**src/hdl/arcade_pkg.sv**
```systemverilog
/*
 * Shared types for the arcade board wrapper.
 * Holds the raw keyboard word, the decoded key levels, the joystick byte,
 * the active-low player word and the two colour formats.
 * Modules use these by scoped name in their ports and import the package
 * in the body where they need the types internally.
 */
package arcade_pkg;

	// Raw keyboard event word from the menu link
	typedef struct packed {
		logic       toggle;   // Flips on every new event
		logic       pressed;  // 1 = make, 0 = break
		logic       extended; // E0 prefix seen
		logic [7:0] code;     // Scan code
	} ps2_key_t;

	// Held level of each mapped key
	typedef struct packed {
		logic up;
		logic down;
		logic left;
		logic right;
		logic coin;
		logic start1;
		logic start2;
		logic fire1;
		logic fire2;
		logic fire3;
	} key_state_t;

	// One joystick, bit 0 is right
	typedef struct packed {
		logic [1:0] spare;
		logic       bomb;
		logic       fire;
		logic       up;
		logic       down;
		logic       left;
		logic       right;
	} joy_t;

	// Player input word as the game reads it, all active low
	typedef struct packed {
		logic start;
		logic fire;
		logic bomb;
		logic left;
		logic right;
		logic up;
		logic down;
	} player_in_t;

	typedef struct packed {
		logic [3:0] r;
		logic [3:0] g;
		logic [3:0] b;
	} rgb4_t;

	typedef struct packed {
		logic [5:0] r;
		logic [5:0] g;
		logic [5:0] b;
	} rgb6_t;

endpackage

```
**src/hdl/clock_enables.sv**
```systemverilog
/*
 * Clock enables for the game core, all derived from clk_sys.
 * ce_12 comes every second cycle, ce_6p and ce_6n every fourth cycle on
 * opposite phases, and ce_cpu once every CPU_DIV+1 cycles.
 * All enables are single-cycle pulses and low while reset is held.
 */
`timescale 1ns/1ps

module clock_enables #(
	parameter int CPU_DIV = 13
) (
	input  logic clk_sys,
	input  logic rst_n,
	output logic ce_12,
	output logic ce_6p,
	output logic ce_6n,
	output logic ce_cpu
);

	localparam int CNT_W = (CPU_DIV < 1) ? 1 : $clog2(CPU_DIV + 1);

	logic [1:0]       phase;
	logic [CNT_W-1:0] cpu_cnt;

	// ==========================================================================
	// Pixel-rate enables
	// ==========================================================================
	always_ff @(posedge clk_sys) begin
		if (!rst_n) begin
			phase <= 2'd0;
			ce_12 <= 1'b0;
			ce_6p <= 1'b0;
			ce_6n <= 1'b0;
		end else begin
			phase <= phase + 2'd1;
			ce_12 <= phase[0];
			ce_6p <= phase[0] & ~phase[1]; // Phase 1
			ce_6n <= phase[0] & phase[1];  // Phase 3, two cycles later
		end
	end

	// ==========================================================================
	// CPU-rate enable
	// ==========================================================================
	always_ff @(posedge clk_sys) begin
		if (!rst_n) begin
			cpu_cnt <= CNT_W'(CPU_DIV);
			ce_cpu  <= 1'b0;
		end else if (cpu_cnt == '0) begin
			cpu_cnt <= CNT_W'(CPU_DIV); // Reload
			ce_cpu  <= 1'b1;
		end else begin
			cpu_cnt <= cpu_cnt - 1'b1;
			ce_cpu  <= 1'b0;
		end
	end

	// Half-pixel enables alternate and never overlap
	a_ce6_phase: assert property (@(posedge clk_sys) disable iff (!rst_n)
		ce_6p |-> !ce_6n ##2 (ce_6n && !ce_6p));

endmodule

```
**src/hdl/key_decoder.sv**
```systemverilog
/*
 * Keyboard event decoder.
 * A new event is seen when the toggle bit of the keyboard word differs
 * from its value on the previous clock. The pressed bit of that event is
 * then stored as the held level of the key its scan code selects.
 * Codes outside the mapped set are dropped.
 */
`timescale 1ns/1ps

module key_decoder (
	input  logic                  clk_sys,
	input  logic                  rst_n,
	input  arcade_pkg::ps2_key_t  key_word,
	output arcade_pkg::key_state_t keys
);

	logic toggle_q;  // Toggle seen on the previous clock
	logic new_event;

	assign new_event = key_word.toggle != toggle_q;

	always_ff @(posedge clk_sys) begin
		if (!rst_n) begin
			toggle_q <= key_word.toggle; // Track input so release fires nothing
			keys     <= '0;
		end else begin
			toggle_q <= key_word.toggle;
			if (new_event) begin
				case (key_word.code)
					8'h75:   keys.up     <= key_word.pressed; // Arrow up
					8'h72:   keys.down   <= key_word.pressed; // Arrow down
					8'h6B:   keys.left   <= key_word.pressed; // Arrow left
					8'h74:   keys.right  <= key_word.pressed; // Arrow right
					8'h76:   keys.coin   <= key_word.pressed; // Esc
					8'h05:   keys.start1 <= key_word.pressed; // F1
					8'h06:   keys.start2 <= key_word.pressed; // F2
					8'h29:   keys.fire1  <= key_word.pressed; // Space
					8'h11:   keys.fire2  <= key_word.pressed; // Alt
					8'h14:   keys.fire3  <= key_word.pressed; // Ctrl
					default: ;
				endcase
			end
		end
	end

	// Held keys only move on the clock after a toggle flip
	a_keys_on_event: assert property (@(posedge clk_sys) disable iff (!rst_n)
		!$stable(keys) |-> $past(new_event));

endmodule

```
**src/hdl/control_mapper.sv**
```systemverilog
/*
 * Player control merge.
 * Keys and both joysticks are ORed per control. With rotate low the
 * directions are turned a quarter for a rotated screen. Both player words
 * carry the same controls and differ only in their start button.
 * Purely combinational, outputs are active low as the game expects.
 */
`timescale 1ns/1ps

module control_mapper (
	input  arcade_pkg::key_state_t keys,
	input  arcade_pkg::joy_t       joy0,
	input  arcade_pkg::joy_t       joy1,
	input  logic                   rotate,
	output arcade_pkg::player_in_t p1_in,
	output arcade_pkg::player_in_t p2_in,
	output logic                   coin_n
);

	logic up, down, left, right; // Merged, before rotation
	logic m_up, m_down, m_left, m_right;
	logic fire, bomb;
	logic [5:0] ctrl;

	assign up    = keys.up    | joy0.up    | joy1.up;
	assign down  = keys.down  | joy0.down  | joy1.down;
	assign left  = keys.left  | joy0.left  | joy1.left;
	assign right = keys.right | joy0.right | joy1.right;

	// Quarter turn when rotate is low
	assign m_up    = rotate ? up    : left;
	assign m_down  = rotate ? down  : right;
	assign m_left  = rotate ? left  : down;
	assign m_right = rotate ? right : up;

	assign fire = keys.fire1 | joy0.fire | joy1.fire;
	assign bomb = keys.fire2 | joy0.bomb | joy1.bomb;

	assign ctrl = {fire, bomb, m_left, m_right, m_up, m_down};

	assign p1_in  = ~{keys.start1, ctrl};
	assign p2_in  = ~{keys.start2, ctrl};
	assign coin_n = ~keys.coin;

endmodule

```
**src/hdl/video_blanker.sv**
```systemverilog
/*
 * Video output stage.
 * Forces colour to black during horizontal or vertical blanking and widens
 * each 4-bit channel to 6 bits by repeating its top two bits.
 * Colour and both syncs are registered together so they stay aligned.
 */
`timescale 1ns/1ps

module video_blanker (
	input  logic              clk_sys,
	input  logic              rst_n,
	input  arcade_pkg::rgb4_t rgb_in,
	input  logic              hblank,
	input  logic              vblank,
	input  logic              hsync,
	input  logic              vsync,
	output arcade_pkg::rgb6_t rgb_out,
	output logic              hsync_o,
	output logic              vsync_o
);

	import arcade_pkg::*;

	logic  blank;
	rgb6_t rgb_next;

	function automatic logic [5:0] widen(input logic [3:0] c);
		widen = {c, c[3:2]}; // Full scale maps to full scale
	endfunction

	assign blank = hblank | vblank;

	always_comb begin
		rgb_next.r = blank ? 6'd0 : widen(rgb_in.r);
		rgb_next.g = blank ? 6'd0 : widen(rgb_in.g);
		rgb_next.b = blank ? 6'd0 : widen(rgb_in.b);
	end

	always_ff @(posedge clk_sys) begin
		if (!rst_n) begin
			rgb_out <= '0;
			hsync_o <= 1'b0;
			vsync_o <= 1'b0;
		end else begin
			rgb_out <= rgb_next;
			hsync_o <= hsync;
			vsync_o <= vsync;
		end
	end

endmodule

```
**src/hdl/audio_dac.sv**
```systemverilog
/*
 * First-order sigma-delta audio DAC.
 * The sample is added into an accumulator every clock. The carry out of
 * the sample width becomes the one-bit output, so its density of ones
 * follows the sample value. Feed the pin through an RC low-pass.
 */
`timescale 1ns/1ps

module audio_dac #(
	parameter int DAC_BITS = 10
) (
	input  logic                clk_sys,
	input  logic                rst_n,
	input  logic [DAC_BITS-1:0] sample,
	output logic                audio_o
);

	logic [DAC_BITS:0] acc; // Top bit is the carry of the last add

	always_ff @(posedge clk_sys) begin
		if (!rst_n) begin
			acc <= '0;
		end else begin
			// Drop the old carry and add
			acc <= {1'b0, acc[DAC_BITS-1:0]} + {1'b0, sample};
		end
	end

	assign audio_o = acc[DAC_BITS];

endmodule

```
**src/hdl/arcade_io_top.sv**
```systemverilog
/*
 * Board-side I/O wrapper for the arcade game core.
 * Generates the core's clock enables, turns keyboard events and joysticks
 * into player inputs, conditions the game's video and drives the audio pin.
 * The game core, PLL and menu link connect through the plain ports here.
 */
`timescale 1ns/1ps

module arcade_io_top #(
	parameter int CPU_DIV  = 13,
	parameter int DAC_BITS = 10
) (
	input  logic                   clk_sys,
	input  logic                   rst_n,
	input  logic                   rotate,
	input  arcade_pkg::ps2_key_t   key_word,
	input  arcade_pkg::joy_t       joy0,
	input  arcade_pkg::joy_t       joy1,
	input  arcade_pkg::rgb4_t      game_rgb,
	input  logic                   hblank,
	input  logic                   vblank,
	input  logic                   hsync,
	input  logic                   vsync,
	input  logic [DAC_BITS-1:0]    game_audio,
	output logic                   ce_12,
	output logic                   ce_6p,
	output logic                   ce_6n,
	output logic                   ce_cpu,
	output arcade_pkg::player_in_t p1_in,
	output arcade_pkg::player_in_t p2_in,
	output logic                   coin_n,
	output arcade_pkg::rgb6_t      vga_rgb,
	output logic                   vga_hs,
	output logic                   vga_vs,
	output logic                   audio_l
);

	import arcade_pkg::*;

	key_state_t keys;

	// ==========================================================================
	// Timing and controls
	// ==========================================================================
	clock_enables #(.CPU_DIV(CPU_DIV)) u_clock_enables (
		.clk_sys (clk_sys),
		.rst_n   (rst_n),
		.ce_12   (ce_12),
		.ce_6p   (ce_6p),
		.ce_6n   (ce_6n),
		.ce_cpu  (ce_cpu)
	);

	key_decoder u_key_decoder (
		.clk_sys  (clk_sys),
		.rst_n    (rst_n),
		.key_word (key_word),
		.keys     (keys)
	);

	control_mapper u_control_mapper (
		.keys   (keys),
		.joy0   (joy0),
		.joy1   (joy1),
		.rotate (rotate),
		.p1_in  (p1_in),
		.p2_in  (p2_in),
		.coin_n (coin_n)
	);

	// ==========================================================================
	// Video and audio out
	// ==========================================================================
	video_blanker u_video_blanker (
		.clk_sys (clk_sys),
		.rst_n   (rst_n),
		.rgb_in  (game_rgb),
		.hblank  (hblank),
		.vblank  (vblank),
		.hsync   (hsync),
		.vsync   (vsync),
		.rgb_out (vga_rgb),
		.hsync_o (vga_hs),
		.vsync_o (vga_vs)
	);

	audio_dac #(.DAC_BITS(DAC_BITS)) u_audio_dac (
		.clk_sys (clk_sys),
		.rst_n   (rst_n),
		.sample  (game_audio),
		.audio_o (audio_l)  // Left channel only
	);

endmodule

```
**config.mk**
```make
export PLATFORM = sky130hd
export DESIGN_NAME = arcade_io_top
export DESIGN_NICKNAME = d
export VERILOG_FILES = /design/src/hdl/arcade_pkg.sv /design/src/hdl/clock_enables.sv /design/src/hdl/key_decoder.sv /design/src/hdl/control_mapper.sv /design/src/hdl/video_blanker.sv /design/src/hdl/audio_dac.sv /design/src/hdl/arcade_io_top.sv
export SDC_FILE = /design/constraint.sdc
export NUM_CORES = 1
export LEC_CHECK = 0
export BUFFER_PORTS_ARGS = -buffer_cell sky130_fd_sc_hd__buf_2
export CAP_MARGIN = 25
export CELL_PAD_IN_SITES_DETAIL_PLACEMENT = 0
export CELL_PAD_IN_SITES_GLOBAL_PLACEMENT = 1
export CORE_ASPECT_RATIO = 0.9
export CORE_MARGIN = 1.5
export CORE_UTILIZATION = 33
export CTS_BUF_LIST = sky130_fd_sc_hd__clkbuf_4 sky130_fd_sc_hd__clkbuf_8 sky130_fd_sc_hd__clkbuf_16
export DETAILED_ROUTE_END_ITERATION = 16
export GPL_ROUTABILITY_DRIVEN = 0
export PLACE_DENSITY = 0.77
export SETUP_SLACK_MARGIN = 0.2
export SKIP_CTS_REPAIR_TIMING = 1
export SLEW_MARGIN = 20
export SYNTH_ARGS = -nofsm -noshare
export SYNTH_HDL_FRONTEND = slang
export SYNTH_SLANG_ARGS = --single-unit
```
**constraint.sdc**
```tcl
create_clock -name clk_sys -period 2.45 [get_ports clk_sys]
set_clock_uncertainty 0.2 [all_clocks]
set_input_delay 0 -clock clk_sys [delete_from_list [all_inputs] [get_ports clk_sys]]
set_output_delay 0 -clock clk_sys [all_outputs]
set_load 0.005 [all_outputs]
```
[After elaboration in Yosys (flattened, before gate mapping)]
Index checks and enable logic that the tools add are counted.
Storage, ports and cells
  logic and storage cells: 72
  input port bits: 56
  bits in registers: 51
Cells by class
  reduce and logical (&&, ||, !) cells: 12
  equal/unequal tests: 10
  bitwise gates (word level): 20
  multiplexer cells: 5
  add/sub/neg operators: 3
Operators by type and width (count)
  == test 8 x 7 -> 1 bit (second input constant): 5
  AND reduction 2 bit: 9
  == test 8 x 3 -> 1 bit (second input constant): 2
  inverter 7 bit: 2
  bitwise OR 1 bit: 13
  adder 10 x 10 -> 11 bit: 1
  == test 8 x 5 -> 1 bit (second input constant): 1
  == test 8 x 6 -> 1 bit (second input constant): 1
  two-way mux 1 bit: 5
  logical NOT 4 bit: 1
  OR reduction 2 bit: 2
  subtractor 4 x 1 -> 4 bit (second input constant): 1
  inverter 1 bit: 3
  adder 2 x 1 -> 2 bit (second input constant): 1
  AND 1 bit: 2
  inequality test 1 bit: 1

[Depth between registers and ports, before layout]
  depth after elaboration: 4
  depth in mapped cells: 8
  mapped depth without buffers: 8

[By module]
Synthesis repeated with hierarchy kept, for this count alone.
Second synthesis, totals
  cells, all modules: 226
  area, all modules: 2263.4 µm²
Modules (own cells, without submodules)
  audio_dac: seq. area each 220.2 µm², area an instance 742.0 µm², instances 1, cells each 81
  key_decoder: seq. area each 220.2 µm², area an instance 534.3 µm², instances 1, cells each 57
  video_blanker: seq. area each 280.3 µm², area an instance 493.0 µm², instances 1, cells each 37
  clock_enables: seq. area each 200.2 µm², area an instance 362.8 µm², instances 1, cells each 32
  control_mapper: seq. area each 0.0 µm², area an instance 131.4 µm², instances 1, cells each 19

[Worst setup path after synthesis]
No wires, ideal clock.
  path kind: register to register
  start: register u_audio_dac.acc[3]
  end: register u_audio_dac.acc[9]
  path buffers: 0
  required time: 2.120 ns
  slack: 0.611 ns
  stages on the path, launching flop included: 7
  arrival time: 1.509 ns
  clock period less this slack: 1.839 ns
  path through: dfxtp_1 ha_1 o21ai_1 or4_1 a31oi_1 o21a_1 nor3_2
Between the ends
  longest elaborated chain between the ends: 1
Ends and longest elaborated chain
  from (decl): line audio_dac.sv:18  | logic [DAC_BITS:0] acc;
  from (signal assigned): line audio_dac.sv:25  | acc <= {1'b0, acc[DAC_BITS-1:0]} + {1'b0, sample};
  adder 10 x 10 -> 11 bit: line audio_dac.sv:25
No other way between the ends.
A chain may end at the register's enable or synchronous reset.

[Worst setup path after layout]
  start: input game_audio[3]
  end: register u_audio_dac.acc[7]
Between the ends
  longest elaborated chain between the ends: 1
Ends and longest elaborated chain
  from (decl): line arcade_io_top.sv:24  | input logic [DAC_BITS-1:0] game_audio,
  adder 10 x 10 -> 11 bit: line audio_dac.sv:25
No other way between the ends.

==> impl_metrics.env <==
export IMPL_area_delta_synth_final_pct=45.9
export IMPL_slowest_delay_ns=0.53
export IMPL_crit_chain="dlygate4sd3_1, buf_2, ha_1, and3_1, a2111oi_2, a21oi_1, xnor2_1, nor2_1"
export IMPL_cts_root_buffer="clkbuf_8"
export IMPL_antenna_found_initial=0
export IMPL_grt_remaining_overflow=0
export IMPL_drt_iter0_drc=48
export IMPL_tightest_slew_ns=0.875
export IMPL_syn_area_per_cell_um2=9.38
export IMPL_drc=0
export IMPL_htree_levels=2
export IMPL_ant_nets=0
export IMPL_p_per_area_mw_per_mm2=591
export IMPL_final_nets=418
export IMPL_fin_crit_ns=2.12
export IMPL_clock_sinks=45
export IMPL_crit_required_ns=2.42
export IMPL_grt_setup_unrepaired="false"
export IMPL_pre_cts_slack_ns=0.418
export IMPL_critPathLaunchType="input port"
export IMPL_reg2reg_slack_ns=0.40
export IMPL_fmax_mhz=472
export IMPL_period_share_pct=86.4
export IMPL_clk_latency_ns=0.29
export IMPL_placement_io_buffers=90
export IMPL_drive_above_1_share_pct=31.2
export IMPL_arrival_ns=2.08
export IMPL_setup_tns_final_ns=0
export IMPL_diodes=0
export IMPL_finalInstanceArea_mm2=0.00307
export IMPL_ys_ff_latch=45
export IMPL_worst_r2r_startpoint="u_audio_dac.acc[3]"
export IMPL_netlist_area_mm2=0.00210
export IMPL_synth_cells=224
export IMPL_core_mm2=0.00615
export IMPL_slew_violations=0
export IMPL_status="finished, violations left"
export IMPL_rows=27
export IMPL_crit_buf_inv=2
export IMPL_fillers=633
export IMPL_cts_tree="yes"
export IMPL_drv_cap=0
export IMPL_routed_wl_um=4720
export IMPL_cts_path_max_buffers=2
export IMPL_hold_viol=4
export IMPL_die_h_um=78.7
export IMPL_start_util_pct=34.2
export IMPL_dpl_cell_area_mm2=0.00254
export IMPL_critPathMaxFanout=6
export IMPL_yosysUniqueCellTypes=43
export IMPL_ys_warnings_count=0
export IMPL_worstHoldPathType="input port to flop"
export IMPL_worst_setup_path_type="input port to flop"
export IMPL_cp_top_family="compound AO/OA/AOI/OAI gates"
export IMPL_crit_slowest_cell="dlygate4sd3_1"
export IMPL_cts_buffers=5
export IMPL_leakage_nw=1.50
export IMPL_setup_ws_ns=0.333
export IMPL_cts_clk_slew_worst_paths_ns=0.08
export IMPL_relSlewSlack_pct=41.2
export IMPL_peakVddDrop_uv=261
export IMPL_grt_pass1_vias=1553
export IMPL_synthesis_nets=294
export IMPL_critPathCaptureType="flop"
export IMPL_viasPerCell=4.44
export IMPL_die_w_um=87.1
export IMPL_power_total_mw=1.81
export IMPL_dr_pass1_iters=4
export IMPL_hpwl_um=3280
export IMPL_grt_pass1_wl_um=6770
export IMPL_setup_violations=0
export IMPL_ioPinCount=96
export IMPL_grt_max_degree=22
export IMPL_die_area_mm2=0.00685
export IMPL_via_count=1936
export IMPL_min_from="key_word[6]"
export IMPL_whs_ns=-0.0447
export IMPL_failed_checks="negative hold slack"
export IMPL_wl_per_cell_um=10.8
export IMPL_grt_total_usage_pct=12.5
export IMPL_seq_area_frac_synth_pct=42.9
export IMPL_startpoint="game_audio[3]"
power by group:
part | internal (mW) | leakage (nW) | total (mW) | switching [mW]
logic | 0.273 | 1.08 | 0.532 | 0.259
registers | 0.803 | 0.369 | 0.827 | 0.0240
clock network | 0.209 | 0.0484 | 0.453 | 0.243
total | 1.29 | 1.50 | 1.81 | 0.527
layout make-up:
cell class / instances / area (um^2) / area share [%]
well taps: 87 / 109 / 3.55
flip-flops and latches: 45 / 901 / 29.4
repair buffers: 134 / 891 / 29.1
clock buffers: 6 / 76.3 / 2.49
inverters: 11 / 41.3 / 1.35
clock inverters: 2 / 10.0 / 0.327
multi-input cells: 151 / 1040 / 33.8
cells in the mapped netlist, drive strengths merged:
| master | count | area share [%] |
|---|---|---|
| nand4 | 1 | 0.30 |
| nand2b | 4 | 1.2 |
| nand4bb | 1 | 0.54 |
| o21ai | 9 | 2.1 |
| a31oi | 1 | 0.30 |
| a21oi | 5 | 1.2 |
| a211oi | 3 | 1.1 |
| xnor2 | 3 | 1.3 |
| o21a | 5 | 1.8 |
| o211a | 1 | 0.48 |
| ha | 13 | 7.7 |
| inv | 11 | 2.0 |
| and2 | 19 | 5.7 |
| nor3 | 16 | 4.0 |
| xor2 | 1 | 0.42 |
| and4b | 1 | 0.54 |
| nand4b | 1 | 0.42 |
| nor4b | 1 | 0.71 |
| mux2 | 4 | 2.1 |
| and3 | 2 | 0.60 |
| nor4 | 1 | 0.30 |
| or4 | 2 | 0.89 |
| nor2 | 25 | 4.5 |
| mux2i | 7 | 3.3 |
| or2 | 1 | 0.30 |
| o31a | 1 | 0.42 |
| nand2 | 9 | 1.6 |
| nor2b | 4 | 1.2 |
| fa | 1 | 0.95 |
| clkbuf | 3 | 0.54 |
| o2111ai | 1 | 0.42 |
| a21o | 2 | 0.71 |
| dfxtp | 45 | 43 |
| a2111oi | 1 | 0.71 |
| nor3b | 1 | 0.36 |
| nand3b | 1 | 0.36 |
| nand3 | 3 | 0.71 |
| buf | 14 | 5.4 |
cell usage in the layout (no fill, tap or decap), types with 2 or more instances in the layout:
cell	n
xnor2_1	3
dfxtp_1	45
nor2_1	25
nand2_1	9
inv_1	10
nand3_1	3
ha_1	13
o21ai_1	3
o21ai_0	6
a21o_1	2
nand2b_1	4
nor2b_1	3
dlygate4sd3_1	44
and3_1	2
nor3_1	15
buf_2	90
mux2i_1	7
clkbuf_8	5
clkinv_2	2
a21oi_1	5
o21a_1	5
a211oi_1	3
mux2_2	4
and2_1	19
metrics by stage:
stage / utilization (%) / hold slack (ns) / cells
floorplan: - / -0.172 / 224
global placement: 41.2 / -0.0707 / 384
detailed placement: 41.2 / -0.0678 / 384
CTS: 42.7 / -0.373 / 392
global route: 49.9 / 0.00484 / 436
finish: 49.9 / -0.0447 / 436
kinds of logic (layout without fill, tap and decap cells):
kind of cell | count (synthesis) | in the layout | synth area share, %
buffers and inverters | 28 | 153 | 7.86
adders and majority gates | 14 | 14 | 8.70
AOI/OAI and AO/OA | 29 | 29 | 9.23
and+or+nand+nor | 93 | 93 | 24.2
xor gates and xnor gates | 4 | 4 | 1.67
muxes | 11 | 11 | 5.48
DFF | 45 | 45 | 42.9
worst register-to-register path: cells and delay by family, from the launching register on:
family                   cells  cell delay, ns
adder cells (fa/ha/maj)      1            0.33
AO/OA/AOI/OAI                2            0.67
XOR/XNOR                     1            0.15
AND/OR/NAND/NOR              2            0.27
flip-flops                   1            0.31
metal layers:
layer  track usage [%]  wire length, um
met5                 0                0
met4              4.76               34
met3              3.12              243
met2              18.8             2140
met1              17.2             2310
worst paths after layout:
kind / end / cells after the start
max: u_audio_dac.acc[7] / 8
max reg2reg: u_audio_dac.acc[7] / 6
min: u_key_decoder.keys[2] / 5
min reg2reg: u_clock_enables.phase[0] / 1
state kept, by name, summed over array words and instances (netlist names):
name / cells
u_clock_enables.phase: 2
u_key_decoder.keys: 9
u_clock_enables.ce_6n: 1
u_clock_enables.ce_cpu: 1
u_video_blanker.hsync_o: 1
u_audio_dac.acc: 11
u_video_blanker.vsync_o: 1
u_video_blanker.rgb_out: 12
u_clock_enables.ce_12: 1
u_clock_enables.ce_6p: 1
u_key_decoder.toggle_q: 1
u_clock_enables.cpu_cnt: 4
Power figures use the tool's default switching activity.
